**config.mk**
```make
export PLATFORM = sky130hd
export DESIGN_NAME = block_mem
export DESIGN_NICKNAME = d
export VERILOG_FILES = /design/src/design/cache_geom_pkg.sv /design/src/design/block_mem.sv
export SDC_FILE = /design/constraint.sdc
export NUM_CORES = 2
export LEC_CHECK = 0
export BUFFER_PORTS_ARGS = -buffer_cell sky130_fd_sc_hd__buf_4
export CORE_MARGIN = 2
export CORE_UTILIZATION = 35
export CTS_CLUSTER_DIAMETER = 120
export DETAILED_ROUTE_END_ITERATION = 12
export GPL_ROUTABILITY_DRIVEN = 0
export PLACE_DENSITY = 0.49
export SLEW_MARGIN = 20
export SYNTH_ARGS = -nofsm -noshare
export SYNTH_HDL_FRONTEND = slang
export SYNTH_SLANG_ARGS = --single-unit
```
**constraint.sdc**
```tcl
create_clock -name clk_i -period 4.25 [get_ports clk_i]
set_clock_uncertainty 0.2 [all_clocks]
set_input_delay 0.2125 -clock clk_i [delete_from_list [all_inputs] [get_ports clk_i]]
set_output_delay 0.2125 -clock clk_i [all_outputs]
set_load 0.005 [all_outputs]
```
**src/design/cache_geom_pkg.sv**
```systemverilog
/*
 * cache geometry
 * sizes of the two-bank block cache and the load/store request
 */
package cache_geom_pkg;

  localparam int addr_width = 12;
  localparam int data_width = 32;
  localparam int block_words = 4;
  localparam int sets = 4;
  localparam int ways = 2;

  // fields of a byte address
  localparam int byte_off_bits = $clog2(data_width / 8);
  localparam int block_off_bits = byte_off_bits + $clog2(block_words);
  localparam int word_bits = block_off_bits - byte_off_bits;
  localparam int set_bits = $clog2(sets);
  localparam int way_bits = $clog2(ways);

  // one bank holds every way of every set
  localparam int mem_els = ways * sets * block_words;
  localparam int mem_addr_bits = $clog2(mem_els);

  typedef struct packed {
    logic                  valid;
    logic                  write;
    logic [way_bits-1:0]   way;
    logic [set_bits-1:0]   set;
    logic [word_bits-1:0]  word;
    logic [data_width-1:0] data;
  } cpu_req_s;

endpackage

```
**src/design/block_mem.sv**
```systemverilog
/*
 * bank data array
 * one word per way, set and word offset, with a load/store port for the
 * pipeline and a DMA port for block moves, both read in one cycle
 */
`timescale 1ns/1ps

module block_mem (
  input  logic                                     clk_i,
  input  cache_geom_pkg::cpu_req_s                 cpu_req_i,
  output logic [cache_geom_pkg::data_width-1:0]    cpu_rdata_o,
  input  logic                                     dma_v_i,
  input  logic                                     dma_w_i,
  input  logic [cache_geom_pkg::mem_addr_bits-1:0] dma_addr_i,
  input  logic [cache_geom_pkg::data_width-1:0]    dma_wdata_i,
  output logic [cache_geom_pkg::data_width-1:0]    dma_rdata_o
);

  logic [cache_geom_pkg::data_width-1:0] mem_r [cache_geom_pkg::mem_els];
  logic [cache_geom_pkg::mem_addr_bits-1:0] cpu_idx;

  assign cpu_idx = {cpu_req_i.way, cpu_req_i.set, cpu_req_i.word};

  always_ff @(posedge clk_i) begin
    if (cpu_req_i.valid) begin
      if (cpu_req_i.write) begin
        mem_r[cpu_idx] <= cpu_req_i.data;
      end else begin
        cpu_rdata_o <= mem_r[cpu_idx];
      end
    end
    // dma write comes last so it wins on the same entry
    if (dma_v_i) begin
      if (dma_w_i) begin
        mem_r[dma_addr_i] <= dma_wdata_i;
      end else begin
        dma_rdata_o <= mem_r[dma_addr_i];
      end
    end
  end

endmodule

```
After elaboration in Yosys (flattened, before gate mapping)

Memory sizes are Yosys's and may differ from the RTL's. A register that Yosys moved wholly into a read port is not among the register bits.
Index checks and enable logic that the tools add are counted.

ROM bits: 0
Memories kept: 1
Bits in latches: 0
Input bits: 79
Word-level logic and storage cells: 11
RAM bits: 1,024
Register bits after elaboration: 0
Output and inout bits: 64

Equality and inequality tests: 0
Reduce and logical (&&, ||, !) cells: 2
$mul: 0
Muxes and demuxes: 6
Bitwise operators: 2
Shift-type cells: 0
Div/mod/pow operators: 0
$add $sub $neg: 0
$lt $le $gt $ge: 0

Memory list:

| memory | depth | width | rd ports | clocked after memory_dff | wr ports | RTL line        | RTL |
|---|---|---|---|---|---|---|---|
| mem_r  | 32    | 32    | 2        | 2                        | 2        | block_mem.sv:19 | `logic [cache_geom_pkg::data_width-1:0] mem_r [cache_geom_pkg::mem_els];` |

Operators by type and width:

| operator          | number |
|---|---|
| $mux W1           | 6 |
| $reduce_and A2 Y1 | 2 |
| $not A1 Y1        | 2 |

Depth between registers and ports, before layout

Word-level depth: 3
Mapped depth: 8
Depth with buffers taken out: 4

Worst setup path before layout

OpenSTA, ideal clock, no wires.

Kind: input to register
From: input port cpu_req_i[33] (netlist bit)
To: memory mem_r[11][0] (netlist bit), enable pin
Setup slack: 0.051 ns
Data required time: 3.584 ns
Setup time: 0.466 ns
Cell stages on the path: 6
Path buffers: 4
Data arrival time: 3.533 ns
Cell sequence: clkbuf_2 > buf_4 > buf_2 > buf_2 > nand4_1 > o21ai_0

RTL lines:

| element            | RTL line        | RTL |
|---|---|---|
| start: declaration | block_mem.sv:10 | `input cache_geom_pkg::cpu_req_s cpu_req_i,` |
| end: declaration   | block_mem.sv:19 |  |

==> run metrics <==
status=completed; Root Buffer=clkbuf_16; delay-heaviest family, CP=buffers and inverters; CP required=between 4000 and 5000 ps; routed vias=roughly 44000; gr usage total=0.2928; syn_nets=4593; clock sinks=1088; Slowest Stage Delay on Critical Path=approximately 680 ps; Final Net Count=around 4600; Hold Vio Cnt, Final=0; worst path cell trace=buf_8 > inv_2 > or3_1 > nor2_4 > buf_12 > mux2_1 > dlygate4sd3_1; cts bufs inserted=~140; clock-pin slew on the worst setup and hold paths=~60 ps; Yosys warnings=0; top cells by area, synth=edfxtp_1 53%, mux2_2 17%, mux2i_1 16%; # Max-Cap Violations=0; CTS max path bufs=3; CTS tree=built; Finish-stage setup viols=0; CP max-delay cell=or3_1; Routed WL=approximately 270000 microns; Die Height=425.4 microns; Worst VDD drop=around 0.00038 V; global-route wire length before repair=about 370000 microns; Buf+Inv Stages, Crit Path=4; detailed-route DRC error count=0; 1st-pass router iterations=5; Yosys reg bits=between 1000 and 1500; crit end category=flop; worst hold-check path type=in2reg; CTS H-tree lvls=4; PD cells=about 370 nW/um^2; fin crit period=between 2000 and 3000 ps; initial antenna violation count=15; Max transition margin=0.1826; ANT nets after route=0; startpoint types=input pin; I/O Buffers=roughly 140; # rows=between 150 and 200; setup total negative slack=0 ps; share of the synthesized area in the top cell type=0.5257; Layout Cells excl Fill=6988; leakage=between 20 and 30 nW; HPWL Detailed=about 160000 microns; die area=around 180000 sq um; vias in the first global route=about 42000; mapped cell area=slightly above 60000 sq um; I/O pin count=between 100 and 150; layout cells sized above 1=0.3409; Worst-Skew Late Latency=~800 ps; Cells after DPL=roughly 6700; Crit Path Class=in2reg; Synth cell types=38; unrepaired setup endpoints after global routing=no; Starting Density=0.3525; largest net degree at the start of global routing=84; post-synthesis sequential area ratio=0.5257; Fill cells=16450; max-slew violations=0; post-CTS setup buffers=0; number of cells produced by synthesis=approximately 4500; die width=~430 microns; Area Growth Syn to Fin=15.60%; max frequency=between 300 and 400 MHz; WP data arrival=~3200 ps; grt ovf=0; crit-path max FO=between 50 and 60; area leader, netlist=edfxtp_1; Worst Tran Pin Value=1221 ps; wire per inst=between 30 and 40 microns; Tcrit/Tclk final=0.6708; Vias/cell=roughly 6.2; syn avg cell area=between 10 and 15 sq um; Core Area=176300 sq um; 1st-iter DRT viols=slightly above 5000
-- registers in the layout, summed over array words and instances (netlist names) --
name,count
cpu_rdata_o,32
dma_rdata_o,32
mem_r,1024
-- where the power goes --
part | internal, mW | switching (mW)
sequential | 12.0 | 0.0780
combinational | 1.08 | 1.63
clock | 6.54 | 4.98
-- Yosys cell counts --
cell,instances
nor2_4,4
nand2_2,1
nand3_1,6
clkbuf_1,321
o22ai_1,524
nand4_1,3
or3b_2,2
nand3_4,1
o21bai_1,4
or4b_1,8
nand2b_1,1
nor3_2,3
nand4b_1,9
nand3b_2,2
nor2b_1,2
clkbuf_2,2
mux2i_1,1024
or3_1,4
nor2_2,8
mux2_1,61
nor3_4,4
o21ai_0,16
buf_1,2
mux2_2,963
nand4bb_1,10
buf_4,41
nor3b_2,2
buf_6,9
nand2_1,80
or4_1,2
buf_2,167
edfxtp_1,1088
nor4_1,128
nand3b_1,3
nand4_2,1
inv_2,1
or4bb_1,2
nor2_1,5
-- layout make-up --
class / instances / area [sq um] / share of cell area
antenna: 4 / 10.01 / 0.0001393
clock buffer: 168 / 3566 / 0.04963
clock inverter: 68 / 684.4 / 0.009526
inverter: 1 / 3.754 / 0.00005225
multi-input combinational: 2883 / 27790 / 0.3868
sequential: 1088 / 32670 / 0.4548
tap: 2340 / 2928 / 0.04075
timing repair buffer: 436 / 4193 / 0.05836
-- tightest hold or removal path: stages --
cell and delay (ps):
buf_4 160, nor2b_4 50, buf_4 360
-- final timing paths --
path | slack [ps] | cells after the start | startpoint | to
max | 1400 | 7 | dma_addr_i[1] | mem_r[14][11]
min | 60 | 3 | cpu_req_i[37] | cpu_rdata_o[31]
max reg2reg | 1800 | 4 | mem_r[21][24] | cpu_rdata_o[24]
min reg2reg | 560 | 4 | mem_r[16][6] | dma_rdata_o[6]
-- cells in the final DEF, fill, tap and decap left out, types with 6 or more instances in the layout --
master	count
nand4b_1	9
bufinv_16	9
clkinv_1	27
mux2i_1	1024
clkbuf_16	138
o21ai_4	16
clkinvlp_4	6
clkbuf_1	30
o22ai_4	12
nand4bb_4	10
mux2_2	963
or4b_4	8
dlygate4sd3_1	96
buf_12	40
buf_16	8
nor2_4	12
buf_4	289
nor4_1	128
mux2_1	61
o22ai_1	512
clkinv_2	14
nand2_4	12
edfxtp_1	1088
nand2_1	68
-- layer usage --
metal	track usage	wire (microns)	vias up	share of wire
met4	0.1093	10670	0	0.039
met3	0.05366	21370	417	0.079
met2	0.4514	122500	2113	0.45
li1	-	-	17980	-
met5	0	0	-	0
met1	0.4083	116600	23050	0.43
-- kinds of logic (layout without fill, tap and decap cells) --
| group | Yosys count | after routing | share of synthesized area |
|---|---|---|---|
| other | 0 | 4 | 0 |
| multiplexers | 2048 | 2048 | 0.3505 |
| flip-flops | 1088 | 1088 | 0.5257 |
| buffers and inverters | 543 | 673 | 0.03976 |
| AO/OA/AOI/OAI | 544 | 544 | 0.05452 |
| AND/OR/NAND/NOR | 291 | 291 | 0.02954 |
-- through the flow --
step	cell area (sq um)	utilization	power (mW)	setup WS, ps	hold slack, ps
6_report	71840	0.4075	26.32	1399	62.07
5_1_grt	71840	0.4075	26.94	1409	62.63
4_1_cts	71810	0.4073	26.42	1514	17.49
3_5_place_dp	66600	0.3777	14.92	980.4	410.9
3_3_place_gp	66390	0.3766	14.89	873.7	409.0
2_1_floorplan	62150	-	13.92	51.00	216.4
-- what timing repair did --
action,4_1_cts,5_1_grt
endpoints found under the hold margin,1024,0
hold buffers,96,0
gates resized for setup,0,0
Power figures use the tool's default switching activity.
