### src/design/cache_geom_pkg.sv
/*
 * cache geometry
 * sizes of the two-bank block cache and the load/store request
 */
package cache_geom_pkg;

  localparam int addr_width = 12;
  localparam int data_width = 32;
  localparam int block_words = 4;
  localparam int sets = 4;
  localparam int ways = 2;

  // fields of a byte address
  localparam int byte_off_bits = $clog2(data_width / 8);
  localparam int block_off_bits = byte_off_bits + $clog2(block_words);
  localparam int word_bits = block_off_bits - byte_off_bits;
  localparam int set_bits = $clog2(sets);
  localparam int way_bits = $clog2(ways);

  // one bank holds every way of every set
  localparam int mem_els = ways * sets * block_words;
  localparam int mem_addr_bits = $clog2(mem_els);

  typedef struct packed {
    logic                  valid;
    logic                  write;
    logic [way_bits-1:0]   way;
    logic [set_bits-1:0]   set;
    logic [word_bits-1:0]  word;
    logic [data_width-1:0] data;
  } cpu_req_s;

endpackage

### src/design/dma_if_pkg.sv
/*
 * DMA interface
 * commands from the miss controller and packets to the backing memory
 */
package dma_if_pkg;

  typedef enum logic [2:0] {
    e_dma_nop,
    e_dma_send_fill_addr,
    e_dma_send_evict_addr,
    e_dma_get_fill_data,
    e_dma_send_evict_data
  } dma_cmd_e;

  // addr is always block aligned
  typedef struct packed {
    logic                                  write_not_read;
    logic [cache_geom_pkg::addr_width-1:0] addr;
  } dma_pkt_s;

endpackage

### src/design/dma_fifo.sv
/*
 * small FIFO
 * circular buffer of els_p entries of any payload type
 * valid/ready on the input side, valid/yumi on the output side
 */
`timescale 1ns/1ps

module dma_fifo #(
  parameter int els_p = 2,
  parameter type payload_t = logic
) (
  input  logic     clk_i,
  input  logic     reset_i,
  input  logic     v_i,
  input  payload_t data_i,
  output logic     ready_o,
  output logic     v_o,
  output payload_t data_o,
  input  logic     yumi_i
);

  localparam int ptr_w = (els_p > 1) ? $clog2(els_p) : 1;
  localparam int cnt_w = $clog2(els_p + 1);

  payload_t mem_r [els_p];
  logic [ptr_w-1:0] wptr_r;
  logic [ptr_w-1:0] rptr_r;
  logic [cnt_w-1:0] count_r;
  logic push;

  assign ready_o = (count_r != cnt_w'(els_p));
  assign v_o = (count_r != '0);
  assign data_o = mem_r[rptr_r];
  assign push = v_i & ready_o;

  always_ff @(posedge clk_i) begin
    if (reset_i) begin
      wptr_r <= '0;
      rptr_r <= '0;
      count_r <= '0;
    end else begin
      if (push) begin
        wptr_r <= (wptr_r == ptr_w'(els_p - 1)) ? '0 : wptr_r + 1'b1;
      end
      // yumi is only given while v_o is high
      if (yumi_i) begin
        rptr_r <= (rptr_r == ptr_w'(els_p - 1)) ? '0 : rptr_r + 1'b1;
      end
      count_r <= count_r + cnt_w'(push) - cnt_w'(yumi_i);
    end
  end

  always_ff @(posedge clk_i) begin
    if (push) begin
      mem_r[wptr_r] <= data_i;
    end
  end

endmodule

### src/design/cache_dma.sv
/*
 * cache DMA engine
 * sends fill and evict packets, writes returned fill words into one way of
 * the bank and streams an evicted block out word by word
 */
`timescale 1ns/1ps

module cache_dma (
  input  logic                                     clk_i,
  input  logic                                     reset_i,
  input  dma_if_pkg::dma_cmd_e                     dma_cmd_i,
  input  logic [cache_geom_pkg::way_bits-1:0]      dma_way_i,
  input  logic [cache_geom_pkg::addr_width-1:0]    dma_addr_i,
  output logic                                     done_o,
  output logic [cache_geom_pkg::data_width-1:0]    snoop_word_o,
  output dma_if_pkg::dma_pkt_s                     dma_pkt_o,
  output logic                                     dma_pkt_v_o,
  input  logic                                     dma_pkt_yumi_i,
  input  logic [cache_geom_pkg::data_width-1:0]    dma_data_i,
  input  logic                                     dma_data_v_i,
  output logic                                     dma_data_ready_o,
  output logic [cache_geom_pkg::data_width-1:0]    evict_data_o,
  output logic                                     evict_v_o,
  input  logic                                     evict_yumi_i,
  output logic                                     mem_v_o,
  output logic                                     mem_w_o,
  output logic [cache_geom_pkg::mem_addr_bits-1:0] mem_addr_o,
  output logic [cache_geom_pkg::data_width-1:0]    mem_wdata_o,
  input  logic [cache_geom_pkg::data_width-1:0]    mem_rdata_i
);

  localparam int cnt_w = $clog2(cache_geom_pkg::block_words + 1);
  localparam int wb = cache_geom_pkg::word_bits;
  localparam int bob = cache_geom_pkg::block_off_bits;

  typedef enum logic [1:0] {IDLE, GET_FILL_DATA, SEND_EVICT_DATA} state_e;

  state_e state_r;
  state_e state_n;
  logic [cnt_w-1:0] cnt_r;
  logic cnt_clear;
  logic cnt_up;
  logic fill_max;
  logic evict_max;
  logic in_v;
  logic in_yumi;
  logic [cache_geom_pkg::data_width-1:0] in_data;
  logic out_v;
  logic out_ready;
  logic snoop_we;

  dma_fifo #(
    .els_p(4),
    .payload_t(logic [cache_geom_pkg::data_width-1:0])
  ) in_fifo (
    .clk_i(clk_i),
    .reset_i(reset_i),
    .v_i(dma_data_v_i),
    .data_i(dma_data_i),
    .ready_o(dma_data_ready_o),
    .v_o(in_v),
    .data_o(in_data),
    .yumi_i(in_yumi)
  );

  // holds words read from the bank until the memory takes them
  dma_fifo #(
    .els_p(2),
    .payload_t(logic [cache_geom_pkg::data_width-1:0])
  ) out_fifo (
    .clk_i(clk_i),
    .reset_i(reset_i),
    .v_i(out_v),
    .data_i(mem_rdata_i),
    .ready_o(out_ready),
    .v_o(evict_v_o),
    .data_o(evict_data_o),
    .yumi_i(evict_yumi_i)
  );

  assign fill_max = (cnt_r == cnt_w'(cache_geom_pkg::block_words - 1));
  assign evict_max = (cnt_r == cnt_w'(cache_geom_pkg::block_words));

  assign mem_addr_o = {dma_way_i, dma_addr_i[bob +: cache_geom_pkg::set_bits], cnt_r[wb-1:0]};
  assign mem_wdata_o = in_data;

  always_comb begin
    state_n = state_r;
    done_o = 1'b0;
    dma_pkt_v_o = 1'b0;
    dma_pkt_o.write_not_read = 1'b0;
    dma_pkt_o.addr = {dma_addr_i[cache_geom_pkg::addr_width-1:bob], {bob{1'b0}}};
    mem_v_o = 1'b0;
    mem_w_o = 1'b0;
    in_yumi = 1'b0;
    out_v = 1'b0;
    cnt_clear = 1'b0;
    cnt_up = 1'b0;
    unique case (state_r)
      IDLE: begin
        case (dma_cmd_i)
          dma_if_pkg::e_dma_send_fill_addr: begin
            dma_pkt_v_o = 1'b1;
            done_o = dma_pkt_yumi_i;
          end
          dma_if_pkg::e_dma_send_evict_addr: begin
            dma_pkt_v_o = 1'b1;
            dma_pkt_o.write_not_read = 1'b1;
            done_o = dma_pkt_yumi_i;
          end
          dma_if_pkg::e_dma_get_fill_data: begin
            cnt_clear = 1'b1;
            state_n = GET_FILL_DATA;
          end
          dma_if_pkg::e_dma_send_evict_data: begin
            // word 0 is read on the way out, so the count starts at 1
            mem_v_o = 1'b1;
            cnt_clear = 1'b1;
            cnt_up = 1'b1;
            state_n = SEND_EVICT_DATA;
          end
          default: begin
          end
        endcase
      end
      GET_FILL_DATA: begin
        mem_v_o = in_v;
        mem_w_o = in_v;
        in_yumi = in_v;
        if (in_v) begin
          if (fill_max) begin
            done_o = 1'b1;
            cnt_clear = 1'b1;
            state_n = IDLE;
          end else begin
            cnt_up = 1'b1;
          end
        end
      end
      SEND_EVICT_DATA: begin
        // the bank output holds the word read one cycle earlier
        out_v = 1'b1;
        if (out_ready) begin
          if (evict_max) begin
            done_o = 1'b1;
            cnt_clear = 1'b1;
            state_n = IDLE;
          end else begin
            mem_v_o = 1'b1;
            cnt_up = 1'b1;
          end
        end
      end
      default: begin
        state_n = IDLE;
      end
    endcase
  end

  assign snoop_we = (state_r == GET_FILL_DATA) & in_v
                  & (cnt_r[wb-1:0] == dma_addr_i[cache_geom_pkg::byte_off_bits +: wb]);

  always_ff @(posedge clk_i) begin
    if (reset_i) begin
      state_r <= IDLE;
      cnt_r <= '0;
    end else begin
      state_r <= state_n;
      if (cnt_clear) begin
        cnt_r <= cnt_w'(cnt_up);
      end else if (cnt_up) begin
        cnt_r <= cnt_r + 1'b1;
      end
    end
  end

  always_ff @(posedge clk_i) begin
    if (snoop_we) begin
      snoop_word_o <= in_data;
    end
  end

endmodule

### config.mk
export PLATFORM = sky130hd
export DESIGN_NAME = cache_dma
export DESIGN_NICKNAME = d
export VERILOG_FILES = /design/src/design/cache_geom_pkg.sv /design/src/design/dma_if_pkg.sv /design/src/design/dma_fifo.sv /design/src/design/cache_dma.sv
export SDC_FILE = /design/constraint.sdc
export NUM_CORES = 1
export LEC_CHECK = 0
export BUFFER_PORTS_ARGS = -buffer_cell sky130_fd_sc_hd__buf_4
export CAP_MARGIN = 20
export CORE_ASPECT_RATIO = 1.2
export CORE_MARGIN = 1.5
export CORE_UTILIZATION = 60
export CTS_BUF_LIST = sky130_fd_sc_hd__clkbuf_8
export CTS_CLUSTER_SIZE = 14
export DETAILED_ROUTE_END_ITERATION = 7
export PLACE_DENSITY_LB_ADDON = 0.2
export SYNTH_ARGS = -nofsm -noshare
export SYNTH_HDL_FRONTEND = slang
export SYNTH_SLANG_ARGS = --single-unit
### constraint.sdc
create_clock -name clk_i -period 6.7 [get_ports clk_i]
set_input_delay 1.005 -clock clk_i [delete_from_list [all_inputs] [get_ports clk_i]]
set_output_delay 1.005 -clock clk_i [all_outputs]
set_load 0.01 [all_outputs]
Word level (Yosys, flattened, before mapping)
Memory sizes are Yosys's and may differ from the RTL's. A register that Yosys moved wholly into a read port is not among the register bits. Cells that the tools add are included.

Add/sub/neg operators: 9. Eq/ne operators: 18. Mux-type cells: 41. Bitwise logic cells: 4. Reductions and logical operators: 8.

Operator list (count): 2-to-1 mux 1 bit (27); 2-to-1 mux 2 bit (8); one-hot mux 1 bit (3 select lines) (4); == test 3 x 2 -> 1 bit, second input constant (3); inequality test 2 bit, second input constant (4); == test 2 bit, second input constant (3); == test 3 bit, second input constant (2); one-hot mux 2 bit (3 select lines) (1); OR reduction 2 bit (3); AND reduction 5 bit (1); adder 2 x 1 -> 2 bit, second input constant (2); bitwise AND 1 bit (4); one-hot mux 2 bit (2 select lines) (1); nonzero test 2 bit (2); adder 3 x 1 -> 3 bit (1); adder 3 x 1 -> 3 bit, second input constant (1); == test 3 x 1 -> 1 bit, second input constant (1); inequality test 3 x 1 -> 1 bit, second input constant (1); inequality test 3 bit, second input constant (1); nonzero test 3 bit (1); subtractor 3 x 1 -> 3 bit (1); adder 1 bit, second input constant (2); adder 2 x 1 -> 2 bit (1); == test 2 x 1 -> 1 bit, second input constant (1); other kinds (4) (4).

Register bits after elaboration: 48. Memory bits (writable): 192. Input port bits: 85. Output and inout port bits: 120. Word-level logic and storage cells: 92. Memories kept: 2.

Memories: in_fifo.mem_r (depth 4, bits a word 32, rd ports 1, clocked after Yosys merged registers in 1, wr ports 1, RTL line dma_fifo.sv:25) `payload_t mem_r [els_p];`; out_fifo.mem_r (depth 2, bits a word 32, rd ports 1, clocked after Yosys merged registers in 1, wr ports 1, RTL line dma_fifo.sv:25).

Longest topological paths before layout
Gate-level depths: netlist of the first run.

Depth in word-level cells: 6. Depth in mapped cells: 11. Gate-level depth less buffers: 10.

Cells and area by module
From an unflattened synthesis of the first run, not the netlist that was laid out.

Cell total of the unflattened synthesis: 441. Area, all modules: 9156.3 µm².

By module, submodules not included: dma_fifo at in_fifo (times used 1, cells an instance 215, area each 5086.1 µm², sequential area each 4023.9 µm²); dma_fifo at out_fifo (times used 1, cells an instance 128, area each 2560.0 µm², sequential area each 2021.9 µm²); cache_dma (times used 1, cells an instance 98, area each 1510.2 µm², sequential area each 1061.0 µm²).

Worst setup path after synthesis of the first run
OpenSTA, ideal clock, no wires.

Path type: input port to flip-flop. Start point: input dma_addr_i[3] (netlist bit). End point: register snoop_word_o[0] (netlist bit), enable pin. Setup time: 0.461 ns. Arrival time: 3.382 ns. Data required time: 6.239 ns. Slack: 2.857 ns. Cell stages on the path: 2. Buffers on the path: 0. Path through: xor2_1 -> nor3_1.

Word-level cells in the longest chain between the ends: 2.

Ends and longest elaborated chain: start, declared (RTL line cache_dma.sv:13) `input logic [cache_geom_pkg::addr_width-1:0] dma_addr_i,`; == test 2 bit (RTL line cache_dma.sv:161) `& (cnt_r[wb-1:0] == dma_addr_i[cache_geom_pkg::byte_off_bits +: wb]);`; bitwise AND 1 bit (RTL line cache_dma.sv:161); named net snoop_we (RTL line cache_dma.sv:50) `logic snoop_we;`; end signal, assigned (RTL line cache_dma.sv:179) `snoop_word_o <= in_data;`; end, declared (RTL line cache_dma.sv:15) `output logic [cache_geom_pkg::data_width-1:0] snoop_word_o,`.

The timed path passes the listed nets, and every way through them passes these cells. A chain may end at the register's enable or synchronous reset.

==> flow_metrics.py, run 1 <==
metrics = {
    "clock_tree": {
        "cts_buffers": 37,
        "cts_num_sinks": 243,
        "postCtsSetupBuffers": 0,
        "clk_pin_slew_ns": 0.06,
        "cts_hold_buf": 0,
        "clock_latency_ns": 0.49,
        "htreeDepth": 2,
        "post_cts_resized": 0,
        "cts_buffer_depth": 3,
        "cts_tree": "built",
        "cts_root_buf": "clkbuf_8",
    },
    "global_routing": {
        "top_usage_layer": "met2",
        "track_usage_pct": 20.8,
        "gr-usage-met2_pct": 35.3,
        "grtUsageMet3_pct": 5.39,
        "grt_max_degree": 33,
        "grt_pass1_vias": 4961,
        "grt_antenna_before_repair": 0,
        "use_met1_pct": 25.5,
        "gr-total-overflow": 0,
        "grt_pass1_wl_mm": 25.2,
    },
    "timing": {
        "period_share_pct": 46.9,
        "skew_ns": 0.0124,
        "fin_setup_tns_ns": 0,
        "max_freq_ghz": 0.318,
        "setup_viol": 0,
        "period_needed_ns": 3.14,
        "finalMaxSlewViolations": 0,
        "hold_violations": 0,
        "relSlewSlack_pct": 38.9,
        "whs_ns": 0.483,
        "tightest_slew_ns": 0.916,
        "grt_setup_unrepaired": "false",
    },
    "critical_path": {
        "crit_required_ns": 5.69,
        "ff2ff_path_depth": 10,
        "r2r-start": "in_fifo.count_r[1]$_SDFF_PP0_",
        "r2r_slack_ns": 4.25,
        "crit_arrival_ns": 2.14,
        "crit_path_max_fanout": 32,
        "path_class": "flip-flop to primary output",
        "reg2reg_to": "in_fifo.count_r[2]$_SDFF_PP0_",
        "worstSetupEndpointType": "primary output",
        "start_kind": "flip-flop",
    },
    "routing": {
        "wl_per_cell_um": 18.8,
        "drtPass1Iterations": 4,
        "antenna_left": 0,
        "wl_mm": 16.3,
        "post_drt_via_cell_ratio": 5.42,
        "dr.first_iter.drc_count": 268,
        "drcViolationCount": 0,
        "num_vias": 4680,
    },
    "place": {
        "place_hpwl_mm": 10.1,
        "io_buffers": 178,
        "place.gp.congestion": 0.796,
        "place_area_sq_um": 10600,
    },
    "pwr": {
        "p_comb_share_pct": 13.5,
        "clkPwrFrac_pct": 31.1,
        "leakagePower_nw": 4.10,
        "peakVddDrop_mv": 0.230,
        "power.density_nw_per_um2": 293,
        "sw_frac_of_total_pct": 23.2,
        "p_sw_w": 0.000761,
        "pwr-share-seq_pct": 55.3,
        "intPower_w": 0.00252,
    },
    "synth": {
        "synth_cells": 445,
        "synth-edff-count": 224,
        "syn_area_sq_um": 9130,
        "synth_ff_type": "edfxtp_1",
        "yosysUniqueCellTypes": 45,
        "ys_ff_latch": 243,
        "syn_area_per_cell_sq_um": 20.5,
        "synth_top_cell_area_share_pct": 73.7,
        "synthArstFlopShare_pct": 0,
        "synth.area.top_cells": "edfxtp_1 (74%), mux4_2 (7.9%), dfxtp_1 (4.2%)",
        "synth-seq-area-share_pct": 77.9,
        "synth.largest_area_cell": "edfxtp_1",
        "yosys_warnings": 0,
    },
    "floorplanning": {
        "die_width_um": 116,
        "dieArea_sq_um": 16000,
        "die_y_um": 138,
        "start_util_pct": 61.0,
        "num_rows": 49,
        "core-area_sq_um": 15000,
        "io_pins": 205,
    },
    "finish": {
        "most-common-layout-cells": "edfxtp_1 (224), buf_4 (183), clkbuf_8 (38)",
        "antennaDiodeCount": 0,
        "syn_to_final_growth_pct": 22.8,
        "nets": 736,
        "design_area_sq_um": 11200,
        "fill_cells": 918,
        "final_common_cell": "edfxtp_1",
        "drive_gt1_share_pct": 41.1,
    },
    "worst_hold_path": {
        "holdPathStages": 2,
        "hp-start": "in_fifo.rptr_r[1]$_SDFFE_PP0P_",
        "min_path_type": "flip-flop to flip-flop",
    },
    "run": {
        "max-cap-violations": 0,
    },
    "outcome": {
        "status": "finished clean",
    },
}
==> area by class of cell <==
class / instances / area (sq um) / share of cell area [%]
flip-flops and latches: 243 / 7110 / 63.4
repair buffers: 183 / 1370 / 12.3
well taps: 204 / 255 / 2.28
inverters: 13 / 51.3 / 0.458
multi-input cells: 160 / 1800 / 16.1
clock inverters: 23 / 95.1 / 0.848
clock buffers: 38 / 523 / 4.67
==> power by group through the flow <==
stage / Sequential (W) / Clock (W) / Combinational (W)
floorplan: 0.00184 / 0 / 0.000255
global placement: 0.00184 / 0 / 0.000434
detailed placement: 0.00185 / 0 / 0.000449
CTS: 0.00182 / 0.00105 / 0.000452
global route: 0.00183 / 0.00111 / 0.000484
finish: 0.00182 / 0.00102 / 0.000445
==> routing by layer <==
layer / vias up / share of wire [%]
li1: 2118 / -
met1: 2342 / 37
met2: 181 / 52
met3: 39 / 7.4
met4: 0 / 3.0
met5: - / 0
==> flip-flops by register name (all words and copies together) (netlist names), named ones only <==
signal and cells:
in_fifo.mem_r 128, out_fifo.mem_r 64, snoop_word_o 32, cnt_r 3, in_fifo.count_r 3, in_fifo.rptr_r 2, in_fifo.wptr_r 2, out_fifo.count_r 2
state_r 2, out_fifo.rptr_r 1, out_fifo.wptr_r 1
==> kinds of logic after synthesis <==
kind of cell             after synthesis  synth area share (%)
buffers and inverters                 45                  2.70
flip-flops                           243                  77.9
adder cells (fa/ha/maj)               13                  1.86
other                                  1                0.0411
AO/OA/AOI/OAI                         15                  1.36
AND/OR/NAND/NOR                       54                  3.35
multiplexers                          65                  12.0
XOR/XNOR                               9                 0.864
==> worst max-delay path: stages (launching register included) <==
cell and delay [ns]:
dfxtp_2 0.31, buf_4 0.53, mux4_2 0.63, buf_4 0.17
==> synthesized netlist by cell type, types with 3 or more instances <==
cell type  instances
nor2b_1            5
nor3_1             5
edfxtp_1         224
a21oi_1            6
nand2b_1           3
buf_4             17
mux2_1            33
xnor2_1            6
inv_1             11
nand3_1            3
ha_1              12
nor4_1             3
buf_1              6
or3_1              3
clkbuf_1           5
mux4_2            32
xor2_1             3
buf_2              3
dfxtp_1           19
nor2_1             7
nand2_1           10
and3_1             6
==> worst max-delay path by stage <==
stage	startpoint	to
5_1_grt	flip-flop	mem_wdata_o[26]
2_1_floorplan	dma_addr_i[3]	snoop_word_o[0]$_DFFE_PP_
3_3_place_gp	dma_cmd_i[1]	mem_v_o
6_report	flip-flop	mem_wdata_o[26]
3_5_place_dp	dma_cmd_i[1]	mem_v_o
4_1_cts	flip-flop	mem_wdata_o[27]
==> per-stage QoR <==
stage	worst slack, ns	total power [W]	cells	utilization, %
2_1_floorplan	2.86	0.00209	448	-
6_report	3.56	0.00328	864	74.9
4_1_cts	3.49	0.00332	864	74.9
3_3_place_gp	3.82	0.00227	803	70.8
5_1_grt	3.41	0.00342	864	74.9
3_5_place_dp	3.83	0.00230	803	70.8
(Power assumes the default switching activity.)
==> run 2, diff against run 1 <==
CORE_UTILIZATION = 50   (was 60)
clock period = 2.88 ns   (was 6.7 ns; I/O delays follow)
==> run 2 against run 1 <==
Net effect:
- sequential power rose by 130%
- clock skew increased by 0.0082 ns
- flip-flop and latch count stayed put
- count of clock-buffer cells in the layout increased by 4
- core utilization is 11 points lower
- critical path depth grew 2
- via count shrank 0.62%
- sequential share of layout area decreased by 0.98 points
- global-route usage is 2.9 points lower
- routed wire length up 3.6%
- die area up 20%
- final area increased by 1.6%
- critical path type unchanged
- largest cell class unchanged
==> flow_metrics.py, run 2 (synthesized netlist as in run 1, its figures left out) <==
metrics = {
    "run": {
        "max-cap-violations": 0,
    },
    "finish": {
        "reg_top3": "in_fifo.mem_r (128), out_fifo.mem_r (64), snoop_word_o (32)",
        "final_common_cell": "edfxtp_1",
        "nets": 748,
        "largest_reg_flops": 128,
        "top_register": "in_fifo.mem_r",
        "antennaDiodeCount": 0,
        "fin_cells": 897,
        "drive_gt1_share_pct": 42.1,
        "syn_to_final_growth_pct": 24.7,
        "most-common-layout-cells": "edfxtp_1 (224), buf_4 (193), clkbuf_8 (42)",
    },
    "global_routing": {
        "grt_max_degree": 33,
        "gr-total-overflow": 0,
        "grt_pass1_wl_mm": 25.9,
        "track_usage_pct": 17.9,
        "grt_pass1_vias": 4957,
        "grt_antenna_before_repair": 0,
    },
    "timing": {
        "skew_ns": 0.0206,
        "fin_setup_tns_ns": 0,
        "whs_ns": 0.100,
        "period_needed_ns": 2.49,
        "relSlewSlack_pct": 60.4,
        "period_share_pct": 86.3,
        "tightest_slew_ns": 0.589,
        "max_freq_ghz": 0.402,
        "worst_slack_ns": 0.394,
        "hold_violations": 0,
        "grt_setup_unrepaired": "false",
        "finalMaxSlewViolations": 0,
        "setup_viol": 0,
    },
    "floorplanning": {
        "die_width_um": 126,
        "die_y_um": 151,
        "dieArea_sq_um": 19100,
        "io_pins": 205,
        "num_rows": 53,
        "start_util_pct": 51.6,
        "core-area_sq_um": 17700,
    },
    "routing": {
        "drcViolationCount": 0,
        "wl_mm": 16.8,
        "dr.first_iter.drc_count": 286,
        "wl_per_cell_um": 18.8,
        "num_vias": 4651,
        "antenna_left": 0,
        "drtPass1Iterations": 6,
        "post_drt_via_cell_ratio": 5.19,
    },
    "place": {
        "dp.cells": 829,
        "place.gp.congestion": 0.805,
        "io_buffers": 178,
        "place_hpwl_mm": 11.0,
        "place_ws_ns": 0.484,
    },
    "pwr": {
        "peakVddDrop_mv": 0.353,
        "leakagePower_nw": 4.19,
        "power.density_nw_per_um2": 692,
        "power_w": 0.00788,
    },
    "critical_path": {
        "start_kind": "flip-flop",
        "crit_required_ns": 2.45,
        "path_class": "flip-flop to primary output",
        "worstSetupEndpointType": "primary output",
        "r2r-start": "in_fifo.count_r[1]$_SDFF_PP0_",
        "cp-startpoint": "in_fifo.count_r[1]$_SDFF_PP0_",
        "crit_path_max_fanout": 6,
        "crit_arrival_ns": 2.05,
    },
    "clock_tree": {
        "htreeDepth": 2,
        "cts_buffers": 39,
        "clk_pin_slew_ns": 0.06,
        "post_cts_resized": 0,
        "cts_root_buf": "clkbuf_8",
        "cts_num_sinks": 243,
        "cts_hold_buf": 0,
        "cts_buffer_depth": 3,
        "postCtsSetupBuffers": 0,
        "clock_latency_ns": 0.52,
        "cts_tree": "built",
    },
    "worst_hold_path": {
        "min_path_type": "input pin to flip-flop",
        "hp-start": "mem_rdata_i[10]",
    },
    "outcome": {
        "status": "finished clean",
    },
}
==> run 2: cell count changes in the layout (fill, tap and decap cells not counted), sizes merged <==
cell      delta
buf         +10
clkbuf       +4
clkinv       +1
clkinvlp     +1
inv          +1
==> run 2: power by group <==
part	switching, W	internal [W]	leakage (nW)
Clock	0.00126	0.00134	0.409
Combinational	0.000535	0.000524	1.59
Sequential	0.0000800	0.00414	2.20
Total	0.00187	0.00600	4.19
==> run 2: area by class of cell <==
cell class                      count  area (sq um)
Multi-Input combinational cell    160          1810
Clock buffer                       42           578
Tap cell                          220           275
Sequential cell                   243          7110
Fill cell                        1274          6320
Inverter                           13          51.3
Clock inverter                     26           109
Timing Repair Buffer              193          1450
==> run 2: critical path: stages (launching register included) <==
cell     delay, ns
dfxtp_1       0.36
nor3_4        0.26
or2_1         0.32
inv_4         0.09
a221o_1       0.36
buf_4         0.14
==> run 2: routing by layer <==
layer  global-route usage, %  vias to the layer above  share of wire (%)
met4                    6.44                        0                2.3
met1                    21.4                     2309                 38
met2                    31.3                      155                 52
met5                       0                        -                  0
met3                    5.12                       34                6.9
li1                        -                     2153                  -
==> run 2: path summary, 6_finish.rpt <==
check | end | slack [ns] | depth (start not counted)
worst max register to register | in_fifo.count_r[2]$_SDFF_PP0_ | 0.49 | 10
worst max-delay path | done_o | 0.39 | 5
worst min-delay path | out_fifo.mem_r[1][10]$_DFFE_PP_ | 0.10 | 1
worst min register to register | flip-flop | 0.48 | 2
==> run 2: per-stage QoR <==
stage | cell area [sq um] | util [%]
global route | 11400 | 64.3
detailed placement | 10700 | 60.4
global placement | 10700 | 60.4
CTS | 11400 | 64.3
finish | 11400 | 64.3
floorplan | 9150 | -
